===== config.mk =====
export PLATFORM = sky130hd
export DESIGN_NAME = countdownTimer
export DESIGN_NICKNAME = d
export VERILOG_FILES = /design/src/hdl/timerPkg.sv /design/src/hdl/rtcPkg.sv /design/src/hdl/buttonEdges.sv /design/src/hdl/timeSetting.sv /design/src/hdl/runControl.sv /design/src/hdl/rtcCommand.sv /design/src/hdl/countdownTimer.sv
export SDC_FILE = /design/constraint.sdc
export NUM_CORES = 1
export LEC_CHECK = 0
export BUFFER_PORTS_ARGS = -buffer_cell sky130_fd_sc_hd__buf_2
export CAP_MARGIN = 20
export CORE_UTILIZATION = 55
export CTS_CLUSTER_SIZE = 8
export DETAILED_ROUTE_END_ITERATION = 7
export PLACE_DENSITY = 0.87
export SLEW_MARGIN = 40
export SYNTH_ARGS = -nofsm -noshare
export SYNTH_HDL_FRONTEND = slang
export SYNTH_SLANG_ARGS = --single-unit

===== constraint.sdc =====
create_clock -name clk -period 2.1 [get_ports clk]
set_input_delay 0.42 -clock clk [delete_from_list [all_inputs] [get_ports clk]]
set_output_delay 0.42 -clock clk [all_outputs]
set_load 0.02 [all_outputs]

===== src/hdl/timerPkg.sv =====
package timerPkg;

    // Two packed BCD digits, tens in the upper nibble
    typedef logic [7:0] bcdByte;

    // Display code for the field under the cursor
    typedef logic [7:0] cursorCode;

    // Which direction button fired
    typedef logic [1:0] buttonPulse;

    // Field limits
    localparam bcdByte secondsMax = 8'h59;
    localparam bcdByte minutesMax = 8'h59;
    localparam bcdByte hoursMax   = 8'h23;
    localparam bcdByte bcdZero    = 8'h00;

    // Cursor display codes
    localparam cursorCode cursorSeconds = 8'h41;
    localparam cursorCode cursorMinutes = 8'h42;
    localparam cursorCode cursorHours   = 8'h43;
    localparam cursorCode cursorOff     = 8'h00; // Nothing selected

    // Button pulse codes, listed in priority order
    localparam buttonPulse pulseUp    = 2'd0;
    localparam buttonPulse pulseDown  = 2'd1;
    localparam buttonPulse pulseLeft  = 2'd2;
    localparam buttonPulse pulseRight = 2'd3;

endpackage


===== src/hdl/rtcPkg.sv =====
package rtcPkg;

    // Address or data byte on the RTC side
    typedef logic [7:0] rtcByte;

    // Counter for the delay before the enable write
    typedef logic [11:0] holdCount;

    // Register addresses
    localparam rtcByte rtcControlAddr = 8'h00;
    localparam rtcByte rtcEnableAddr  = 8'h01;

    // Command bytes
    localparam rtcByte rtcStartCmd  = 8'h08; // Timer running
    localparam rtcByte rtcStopCmd   = 8'h00;
    localparam rtcByte rtcEnableCmd = 8'h01;

    // Active cycles before the enable write goes out
    localparam holdCount commandHold = 12'd3380;

endpackage


===== src/hdl/buttonEdges.sv =====
`timescale 1ns/1ps

module buttonEdges (
    input  logic                 clk,
    input  logic                 Reset,
    input  logic                 up,
    input  logic                 down,
    input  logic                 left,
    input  logic                 right,
    output logic                 pulseValid,
    output timerPkg::buttonPulse pulseKind
);
    import timerPkg::*;

    // Bit 0 up, 1 down, 2 left, 3 right
    logic [3:0] stage1;
    logic [3:0] stage2;
    logic [3:0] rising;

    assign rising = stage1 & ~stage2;

    always_ff @(posedge clk or posedge Reset) begin
        if (Reset) begin
            stage1     <= '0;
            stage2     <= '0;
            pulseValid <= 1'b0;
        end else begin
            stage1     <= {right, left, down, up};
            stage2     <= stage1;
            pulseValid <= |rising;
        end
    end

    // Highest priority wins when several rise together
    always_ff @(posedge clk or posedge Reset) begin
        if (Reset) pulseKind <= pulseUp;
        else if (rising[0]) pulseKind <= pulseUp;
        else if (rising[1]) pulseKind <= pulseDown;
        else if (rising[2]) pulseKind <= pulseLeft;
        else if (rising[3]) pulseKind <= pulseRight;
    end

    assert property (@(posedge clk) disable iff (Reset) pulseValid |=> !pulseValid);

endmodule


===== src/hdl/timeSetting.sv =====
`timescale 1ns/1ps

module timeSetting (
    input  logic                 clk,
    input  logic                 Reset,
    input  logic                 programTimer,
    input  logic                 startTimer,
    input  logic                 pulseValid,
    input  timerPkg::buttonPulse pulseKind,
    output timerPkg::cursorCode  cursor,
    output timerPkg::bcdByte     setSeconds,
    output timerPkg::bcdByte     setMinutes,
    output timerPkg::bcdByte     setHours
);
    import timerPkg::*;

    typedef enum logic [1:0] {
        locked,
        editSeconds,
        editMinutes,
        editHours
    } editState;

    editState state;
    logic     stepUp;
    logic     stepDown;
    logic     moveLeft;
    logic     moveRight;
    logic     fieldsValid;

    // One BCD step, saturating at limit going up and at zero going down
    function automatic bcdByte bcdStep(input bcdByte value, input bcdByte limit,
                                       input logic increment);
        bcdByte result;
        result = value;
        if (increment) begin
            if (value < limit) begin
                if (value[3:0] == 4'h9)
                    result = {value[7:4] + 4'h1, 4'h0}; // Carry into tens
                else
                    result = value + 8'h01;
            end
        end else if (value != bcdZero) begin
            if (value[3:0] == 4'h0)
                result = {value[7:4] - 4'h1, 4'h9}; // Borrow from tens
            else
                result = value - 8'h01;
        end
        return result;
    endfunction

    assign stepUp    = pulseValid && (pulseKind == pulseUp);
    assign stepDown  = pulseValid && (pulseKind == pulseDown);
    assign moveLeft  = pulseValid && (pulseKind == pulseLeft);
    assign moveRight = pulseValid && (pulseKind == pulseRight);

    // Cursor FSM
    always_ff @(posedge clk or posedge Reset) begin
        if (Reset) begin
            state <= locked;
        end else if (!programTimer || startTimer) begin
            state <= locked;
        end else begin
            case (state)
                locked:      state <= editSeconds;
                editSeconds: if (moveLeft) state <= editMinutes;
                editMinutes: begin
                    if (moveLeft)
                        state <= editHours;
                    else if (moveRight)
                        state <= editSeconds;
                end
                editHours:   if (moveRight) state <= editMinutes; // Left stays here
                default:     state <= locked;
            endcase
        end
    end

    // Field registers
    always_ff @(posedge clk or posedge Reset) begin
        if (Reset) begin
            setSeconds <= bcdZero;
            setMinutes <= bcdZero;
            setHours   <= bcdZero;
        end else if (stepUp || stepDown) begin
            case (state)
                editSeconds: setSeconds <= bcdStep(setSeconds, secondsMax, stepUp);
                editMinutes: setMinutes <= bcdStep(setMinutes, minutesMax, stepUp);
                editHours:   setHours   <= bcdStep(setHours, hoursMax, stepUp);
                default: ;
            endcase
        end
    end

    always_comb begin
        case (state)
            editSeconds: cursor = cursorSeconds;
            editMinutes: cursor = cursorMinutes;
            editHours:   cursor = cursorHours;
            default:     cursor = cursorOff;
        endcase
    end

    // Digits in range and fields within their limits
    assign fieldsValid = (setSeconds[3:0] <= 4'h9) && (setSeconds <= secondsMax) &&
                         (setMinutes[3:0] <= 4'h9) && (setMinutes <= minutesMax) &&
                         (setHours[3:0] <= 4'h9) && (setHours <= hoursMax);

    assert property (@(posedge clk) disable iff (Reset) fieldsValid);

endmodule


===== src/hdl/runControl.sv =====
`timescale 1ns/1ps

module runControl (
    input  logic             clk,
    input  logic             Reset,
    input  logic             startTimer,
    input  timerPkg::bcdByte setSeconds,
    input  timerPkg::bcdByte setMinutes,
    input  timerPkg::bcdByte setHours,
    input  timerPkg::bcdByte rtcSeconds,
    input  timerPkg::bcdByte rtcMinutes,
    input  timerPkg::bcdByte rtcHours,
    output logic             timerActive,
    output logic             ring
);
    import timerPkg::*;

    typedef enum logic [1:0] {
        idle,
        active,
        done
    } runState;

    runState state;
    logic    timeMatch;
    logic    setNonZero;
    logic    finished;

    assign timeMatch = (rtcSeconds == setSeconds) && (rtcMinutes == setMinutes) &&
                       (rtcHours == setHours);

    // 00:00:00 never counts as an alarm time
    assign setNonZero = (setSeconds != bcdZero) || (setMinutes != bcdZero) ||
                        (setHours != bcdZero);

    always_ff @(posedge clk or posedge Reset) begin
        if (Reset) begin
            finished <= 1'b0;
        end else begin
            finished <= timeMatch && setNonZero;
        end
    end

    always_ff @(posedge clk or posedge Reset) begin
        if (Reset) begin
            state <= idle;
        end else begin
            case (state)
                idle: begin
                    if (finished)
                        state <= done;
                    else if (startTimer)
                        state <= active;
                end
                active: begin
                    if (finished)
                        state <= done;
                    else if (!startTimer)
                        state <= idle;
                end
                done: if (!finished && !startTimer) state <= idle; // Wait for release
                default: state <= idle;
            endcase
        end
    end

    assign timerActive = (state == active);
    assign ring        = (state == done);

    assert property (@(posedge clk) disable iff (Reset) !(timerActive && ring));

endmodule


===== src/hdl/rtcCommand.sv =====
`timescale 1ns/1ps

module rtcCommand (
    input  logic           clk,
    input  logic           Reset,
    input  logic           timerActive,
    output rtcPkg::rtcByte rtcAddress,
    output rtcPkg::rtcByte rtcData
);
    import rtcPkg::*;

    holdCount count;
    logic     holdDone;

    // Count parks one past the hold so the enable write fires once
    assign holdDone = (count > commandHold);

    always_ff @(posedge clk or posedge Reset) begin
        if (Reset) begin
            count <= '0;
        end else if (!timerActive) begin
            count <= '0;
        end else if (!holdDone) begin
            count <= count + 12'd1;
        end
    end

    always_ff @(posedge clk or posedge Reset) begin
        if (Reset) begin
            rtcAddress <= rtcControlAddr;
            rtcData    <= rtcStopCmd;
        end else if (!timerActive) begin
            rtcAddress <= rtcControlAddr; // Stopped
            rtcData    <= rtcStopCmd;
        end else if (count == commandHold) begin
            rtcAddress <= rtcEnableAddr; // Single enable write
            rtcData    <= rtcEnableCmd;
        end else begin
            rtcAddress <= rtcControlAddr;
            rtcData    <= rtcStartCmd;
        end
    end

endmodule


===== src/hdl/countdownTimer.sv =====
`timescale 1ns/1ps

module countdownTimer (
    input  logic                clk,
    input  logic                Reset,
    input  logic                programTimer,
    input  logic                startTimer,
    input  logic                up,
    input  logic                down,
    input  logic                left,
    input  logic                right,
    input  timerPkg::bcdByte    rtcHours,
    input  timerPkg::bcdByte    rtcMinutes,
    input  timerPkg::bcdByte    rtcSeconds,
    output logic                timerActive,
    output logic                ring,
    output timerPkg::cursorCode cursor,
    output rtcPkg::rtcByte      rtcAddress,
    output rtcPkg::rtcByte      rtcData,
    output timerPkg::bcdByte    setHours,
    output timerPkg::bcdByte    setMinutes,
    output timerPkg::bcdByte    setSeconds
);
    import timerPkg::*;

    logic       pulseValid;
    buttonPulse pulseKind;

    buttonEdges buttons (
        .clk        (clk),
        .Reset      (Reset),
        .up         (up),
        .down       (down),
        .left       (left),
        .right      (right),
        .pulseValid (pulseValid),
        .pulseKind  (pulseKind)
    );

    timeSetting setting (
        .clk          (clk),
        .Reset        (Reset),
        .programTimer (programTimer),
        .startTimer   (startTimer),
        .pulseValid   (pulseValid),
        .pulseKind    (pulseKind),
        .cursor       (cursor),
        .setSeconds   (setSeconds),
        .setMinutes   (setMinutes),
        .setHours     (setHours)
    );

    runControl control (
        .clk         (clk),
        .Reset       (Reset),
        .startTimer  (startTimer),
        .setSeconds  (setSeconds),
        .setMinutes  (setMinutes),
        .setHours    (setHours),
        .rtcSeconds  (rtcSeconds),
        .rtcMinutes  (rtcMinutes),
        .rtcHours    (rtcHours),
        .timerActive (timerActive),
        .ring        (ring)
    );

    rtcCommand command (
        .clk         (clk),
        .Reset       (Reset),
        .timerActive (timerActive),
        .rtcAddress  (rtcAddress),
        .rtcData     (rtcData)
    );

endmodule


### Word-level counts from Yosys, hierarchy flattened

Index checks and enable logic that the tools add are counted.

* output and inout bits: 50
* flip-flop bits (word level): 68
* word-level logic and storage cells: 129

* mux-type cells: 38
* magnitude comparators: 4
* eq/ne operators: 25
* reduce and logical (&&, ||, !) cells: 34
* add/subtract/negate cells: 13
* bitwise operators: 2

Operator list (number)
* two-way mux 8 bit: 17
* two-way mux 2 bit: 14
* adder 8 x 1 -> 8 bit (second input constant): 3
* == test 8 bit: 3
* two-way mux 12 bit: 2
* nonzero test 8 bit: 3
* subtractor 8 x 1 -> 8 bit (second input constant): 3
* one-hot mux 7 bit (3 select lines): 1
* < comparator 8 x 7 -> 1 bit (second input constant): 2
* adder 12 x 1 -> 12 bit (second input constant): 1
* adder 4 x 1 -> 4 bit (second input constant): 3
* == test 12 bit (second input constant): 1
* == test 4 bit (second input constant): 3
* > comparator 12 bit (second input constant): 1
* zero test 4 bit: 3
* AND reduction 4 bit: 3
* subtractor 4 x 1 -> 4 bit (second input constant): 3
* == test 2 bit (second input constant): 5
* logical AND 1 bit: 8
* < comparator 8 x 6 -> 1 bit (second input constant): 1
* inequality test 2 bit (second input constant): 4
* one-hot mux 2 bit (4 select lines): 1
* == test 2 x 1 -> 1 bit (second input constant): 3
* zero test 2 bit: 3
* other kinds (16): 25

### Logic depth before layout (Yosys ltp)

* depth in word-level cells: 6
* mapped depth: 9
* gate-level depth less buffers: 7

### Hierarchy

Synthesis repeated with hierarchy kept, for this count alone.

* cell total of the unflattened synthesis: 434
* area total of the unflattened synthesis: 3892.5 sq um

Modules (own cells, without submodules)
* timeSetting: seq. area each 650.6 sq um, times used 1, cells each 262, area each 2172.1 sq um
* rtcCommand: seq. area each 350.3 sq um, times used 1, cells each 99, area each 898.4 sq um
* runControl: seq. area each 75.1 sq um, times used 1, cells each 50, area each 451.7 sq um
* buttonEdges: seq. area each 275.3 sq um, times used 1, cells each 23, area each 370.4 sq um

### Least setup slack after synthesis

No wires, ideal clock.

* path type: reg-to-reg
* start: reg setting.setSeconds[5]
* end: reg setting.setSeconds[1]
* required time: 1.972 ns
* path buffers: 1
* data arrival time: 1.972 ns
* slack: 0.001 ns
* library setup time: 0.128 ns
* stages on the path, launching flop included: 8
* path through: dfrtp_1 > clkbuf_1 > inv_1 > ha_1 > a31o_2 > a211o_1 > nand2b_1 > mux2_1

* cells in the longest elaborated chain, start to end: 3
* elaborated cells between the ends (all ways): 5

RTL lines
* from (decl): RTL line timeSetting.sv:11 `output timerPkg::bcdByte setSeconds,`
* from (signal assigned): RTL line timeSetting.sv:82 `setSeconds <= bcdZero;`
* from (signal assigned): RTL line timeSetting.sv:87 `editSeconds: setSeconds <= bcdStep(setSeconds, secondsMax, stepUp);`
* < comparator 8 x 7 -> 1 bit or nonzero test 8 bit (tied branches): RTL line timeSetting.sv:37, timeSetting.sv:43
* inequality test 2 bit (no source line) or nonzero test 2 bit (tied branches)
* AND reduction 4 bit (no source line) (*)

Every way passes the cells marked *; elsewhere a longest branch is shown, timed or not.
A chain may end at the register's enable or synchronous reset.

### Worst setup path in the final report

* start: reg buttons.pulseValid
* end: reg setting.setHours[0]

* cells in the longest elaborated chain, start to end: 3
* elaborated cells between the ends (all ways): 7

RTL lines
* from (decl): RTL line buttonEdges.sv:10 `output logic pulseValid,`
* from (signal assigned): RTL line buttonEdges.sv:30 `pulseValid <= |rising;`
* logical AND 1 bit, on equally long branches: RTL line timeSetting.sv:52, timeSetting.sv:53
* inequality test 2 bit (no source line), or another cell as far along
* AND reduction 4 bit (no source line)
* to (signal assigned): RTL line timeSetting.sv:84 `setHours <= bcdZero;`
* to (signal assigned): RTL line timeSetting.sv:89 `editHours: setHours <= bcdStep(setHours, hoursMax, stepUp);`
* to (decl): RTL line timeSetting.sv:13 `output timerPkg::bcdByte setHours`

Parallel ways exist; a longest one is shown, timed or not.

==> flow_metrics.env <==
export IMPL_ys_seq_area_frac=0.351
export IMPL_drt_pass1_iter_count=5
export IMPL_worst_path_buf_inv=1
export IMPL_yosysTopAreaCell="dfrtp_1"
export IMPL_synth_main_ff_cell="dfrtp_1"
export IMPL_fin_ws_ns=0.0669
export IMPL_fin_crit_ns=2.03
export IMPL_grt_pass1_wl_um=14900
export IMPL_worstSetupPathType="reg -> reg"
export IMPL_antenna_found_initial=0
export IMPL_maxCapViolCount=0
export IMPL_power_w=0.00358
export IMPL_insertion_delay_ns=0.31
export IMPL_fp_dieW_um=85.7
export IMPL_ctsRootBufferMaster="clkbuf_8"
export IMPL_mostFrequentLayoutCells="63 x buf_2, 53 x dfrtp_1, 35 x buf_4"
export IMPL_crit_fanout=13
export IMPL_p_seq_frac=0.377
export IMPL_p_sw_frac=0.398
export IMPL_fp_coreArea_um2=6790
export IMPL_synth_warning_count=0
export IMPL_clock_path_buffers=2
export IMPL_grt_remaining_overflow=0
export IMPL_cts_made_buffers=5
export IMPL_arrival_ns=2.28
export IMPL_final_hold_viol_count=0
export IMPL_h_tree_depth=2
export IMPL_track_usage=0.252
export IMPL_vias=3558
export IMPL_worstPathCellList="or3b_4 > nor4b_4 > o2111ai_1 > buf_4 > or3_1 > o21ai_1"
export IMPL_final_common_cell="buf_2"
export IMPL_numPortBuffers=63
export IMPL_syn_inst=442
export IMPL_final_max_slew_violation_count=0
export IMPL_crit_path_top_delay_cell="or3b_4"
export IMPL_vdd_drop_max_v=0.000833
export IMPL_clk_pin_slew_worst_paths_ns=0.11
export IMPL_utilization=0.665
export IMPL_setup_tns_ns=0
export IMPL_p_switching_w=0.00143
export IMPL_ys_top_cells_by_area="dfrtp_1 35%, ha_1 6.2%, xor2_1 5.2%"
export IMPL_synth_cell_type_count=58
export IMPL_postSynthAreaPerCell_um2=8.72
export IMPL_power_internal_w=0.00216
export IMPL_syn_area_um2=3850
export IMPL_dp_hpwl_um=6590
export IMPL_hold_class="in -> async"
export IMPL_cts_sinks=54
export IMPL_p_leak_nw=2.11
export IMPL_routed_wirelength_um=9150
export IMPL_setup_viol=0
export IMPL_required_ns=2.35
export IMPL_fillerInstances=533
export IMPL_rrSetupSlack_ns=0.07
export IMPL_die_area_um2=7350
export IMPL_critPathTopFamily="simple AND/OR/NAND/NOR gates"
export IMPL_ys_ff_latch=54
export IMPL_start_util=0.567
export IMPL_synth_async_sr_flop_share=1.00
export IMPL_grt_start_max_net_pins=55
export IMPL_fin_nets=567
export IMPL_pin_count=82
export IMPL_syn2layout_area_growth_pct=17.1
export IMPL_diodes=0
export IMPL_post_place_ws_ns=0.0622
export IMPL_cts_tree="yes"
export IMPL_combPwrFrac=0.421
export IMPL_outcome="complete, no violations"
export IMPL_drive_gt1_frac=0.246
export IMPL_die_y_um=85.7
export IMPL_cts_hold_buf=0
export IMPL_post_route_period_util=0.968
export IMPL_synth_edff_count=0
export IMPL_rsz0062_at_grt="true"
export IMPL_powerDensity_nw_per_um2=794
export IMPL_remaining_drc_errors=0
export IMPL_synth_top_area_share=0.351
export IMPL_viasPerCell=5.80
export IMPL_clockPowerShare=0.202
export IMPL_grt_pass1_vias=3148
export IMPL_cp_end_kind="flip-flop"
export IMPL_fin_worst_skew_ns=0.0144
export IMPL_cpPeakStageDelay_ns=0.48
export IMPL_start_kind="flip-flop"
export IMPL_wire_per_inst_um=14.9
export IMPL_ant_nets=0
export IMPL_fmax_ghz=0.492
export IMPL_gp_congestion=0.962
export IMPL_rows=30
export IMPL_drt_initial_drc_count=266
## worst reg2reg max path, cell delays in order, from the launching register on
cell	delay (ns)
dfrtp_1	0.40
or3b_4	0.48
nor4b_4	0.29
o2111ai_1	0.15
buf_4	0.22
or3_1	0.34
o21ai_1	0.08
## logic make-up (layout without fill, tap and decap cells)
logic type	count (synthesis)	count (layout)	share of synthesized area
xor+xnor	42	42	0.0954
fa+ha+maj	19	19	0.0617
other cells	1	18	0.000973
mux	1	1	0.00292
flops	54	54	0.351
buf+inv	64	122	0.0841
compound gates	105	105	0.168
simple gates	156	156	0.236
## synth_stat cells (9+ instances only)
cell type / count
nor2_1: 27
nand2_1: 19
xnor2_1: 19
inv_1: 14
a21oi_1: 30
nor3_1: 10
dfrtp_1: 54
clkbuf_1: 20
xor2_1: 23
o21ai_0: 31
nand3_1: 19
and3_1: 9
nand2b_1: 10
ha_1: 19
buf_4: 20
## layer usage
layer | vias to the layer above | routed length (um) | GRT usage
met5 | - | 0 | 0
met3 | 19 | 631 | 0.0327
li1 | 1684 | - | -
met1 | 1688 | 3890 | 0.349
met4 | 0 | 178 | 0.0742
met2 | 167 | 4450 | 0.415
## metrics by stage
step	hold WS, ns	cells	area [um2]
floorplan	0.347	459	3920
global placement	0.357	603	4370
detailed placement	0.358	603	4370
CTS	0.145	611	4490
global route	0.176	613	4520
finish	0.131	613	4520
## final cells by class
class | instances | area, um2 | area share
Clock buffer | 5 | 68.8 | 0.0152
Clock inverter | 3 | 47.5 | 0.0105
Inverter | 14 | 52.6 | 0.0116
Multi-Input combinational cell | 341 | 2260 | 0.500
Sequential cell | 54 | 1350 | 0.300
Tap cell | 96 | 120 | 0.0266
Timing Repair Buffer | 100 | 618 | 0.137
## sequential cells by signal, summed over array words and instances, names as in the netlist
signal / flops
command.count: 12
setting.setHours: 8
setting.setMinutes: 8
setting.setSeconds: 8
buttons.stage1: 4
buttons.stage2: 4
buttons.pulseKind: 2
control.state: 2
setting.state: 2
buttons.pulseValid: 1
command.rtcAddress: 1
command.rtcData: 1
control.finished: 1
## power by group through the flow
| stage | Combinational (W) | Sequential [W] | Clock, W |
|---|---|---|---|
| after floorplan | 0.000948 | 0.00142 | 0 |
| after global placement | 0.00143 | 0.00136 | 0 |
| after detailed placement | 0.00147 | 0.00137 | 0 |
| after CTS | 0.00149 | 0.00135 | 0.000739 |
| after global routing | 0.00165 | 0.00137 | 0.000776 |
| final | 0.00151 | 0.00135 | 0.000724 |
## timing repair
action | CTS | global route
hold endpoints to repair | 0 | 0
endpoints found under the setup margin | 0 | 7
setup buffers | 0 | 2
resized for setup | 0 | 5
## final timing paths
kind / start / end / depth (start not counted)
max: buttons.pulseValid$_DFF_PP0_ / setting.setHours[0]$_DFFE_PP0P_ / 6
min: Reset / control.state[0]$_DFFE_PP0P_ / 3
max reg2reg: buttons.pulseValid$_DFF_PP0_ / setting.setHours[0]$_DFFE_PP0P_ / 6
min reg2reg: buttons.stage1[3]$_DFF_PP0_ / buttons.stage2[3]$_DFF_PP0_ / 0
max in group asynchronous: Reset / setting.setHours[4]$_DFFE_PP0P_ / 3
min in group clk: up / buttons.stage1[0]$_DFF_PP0_ / 1
Note: power is estimated with default switching activity, not from simulation.
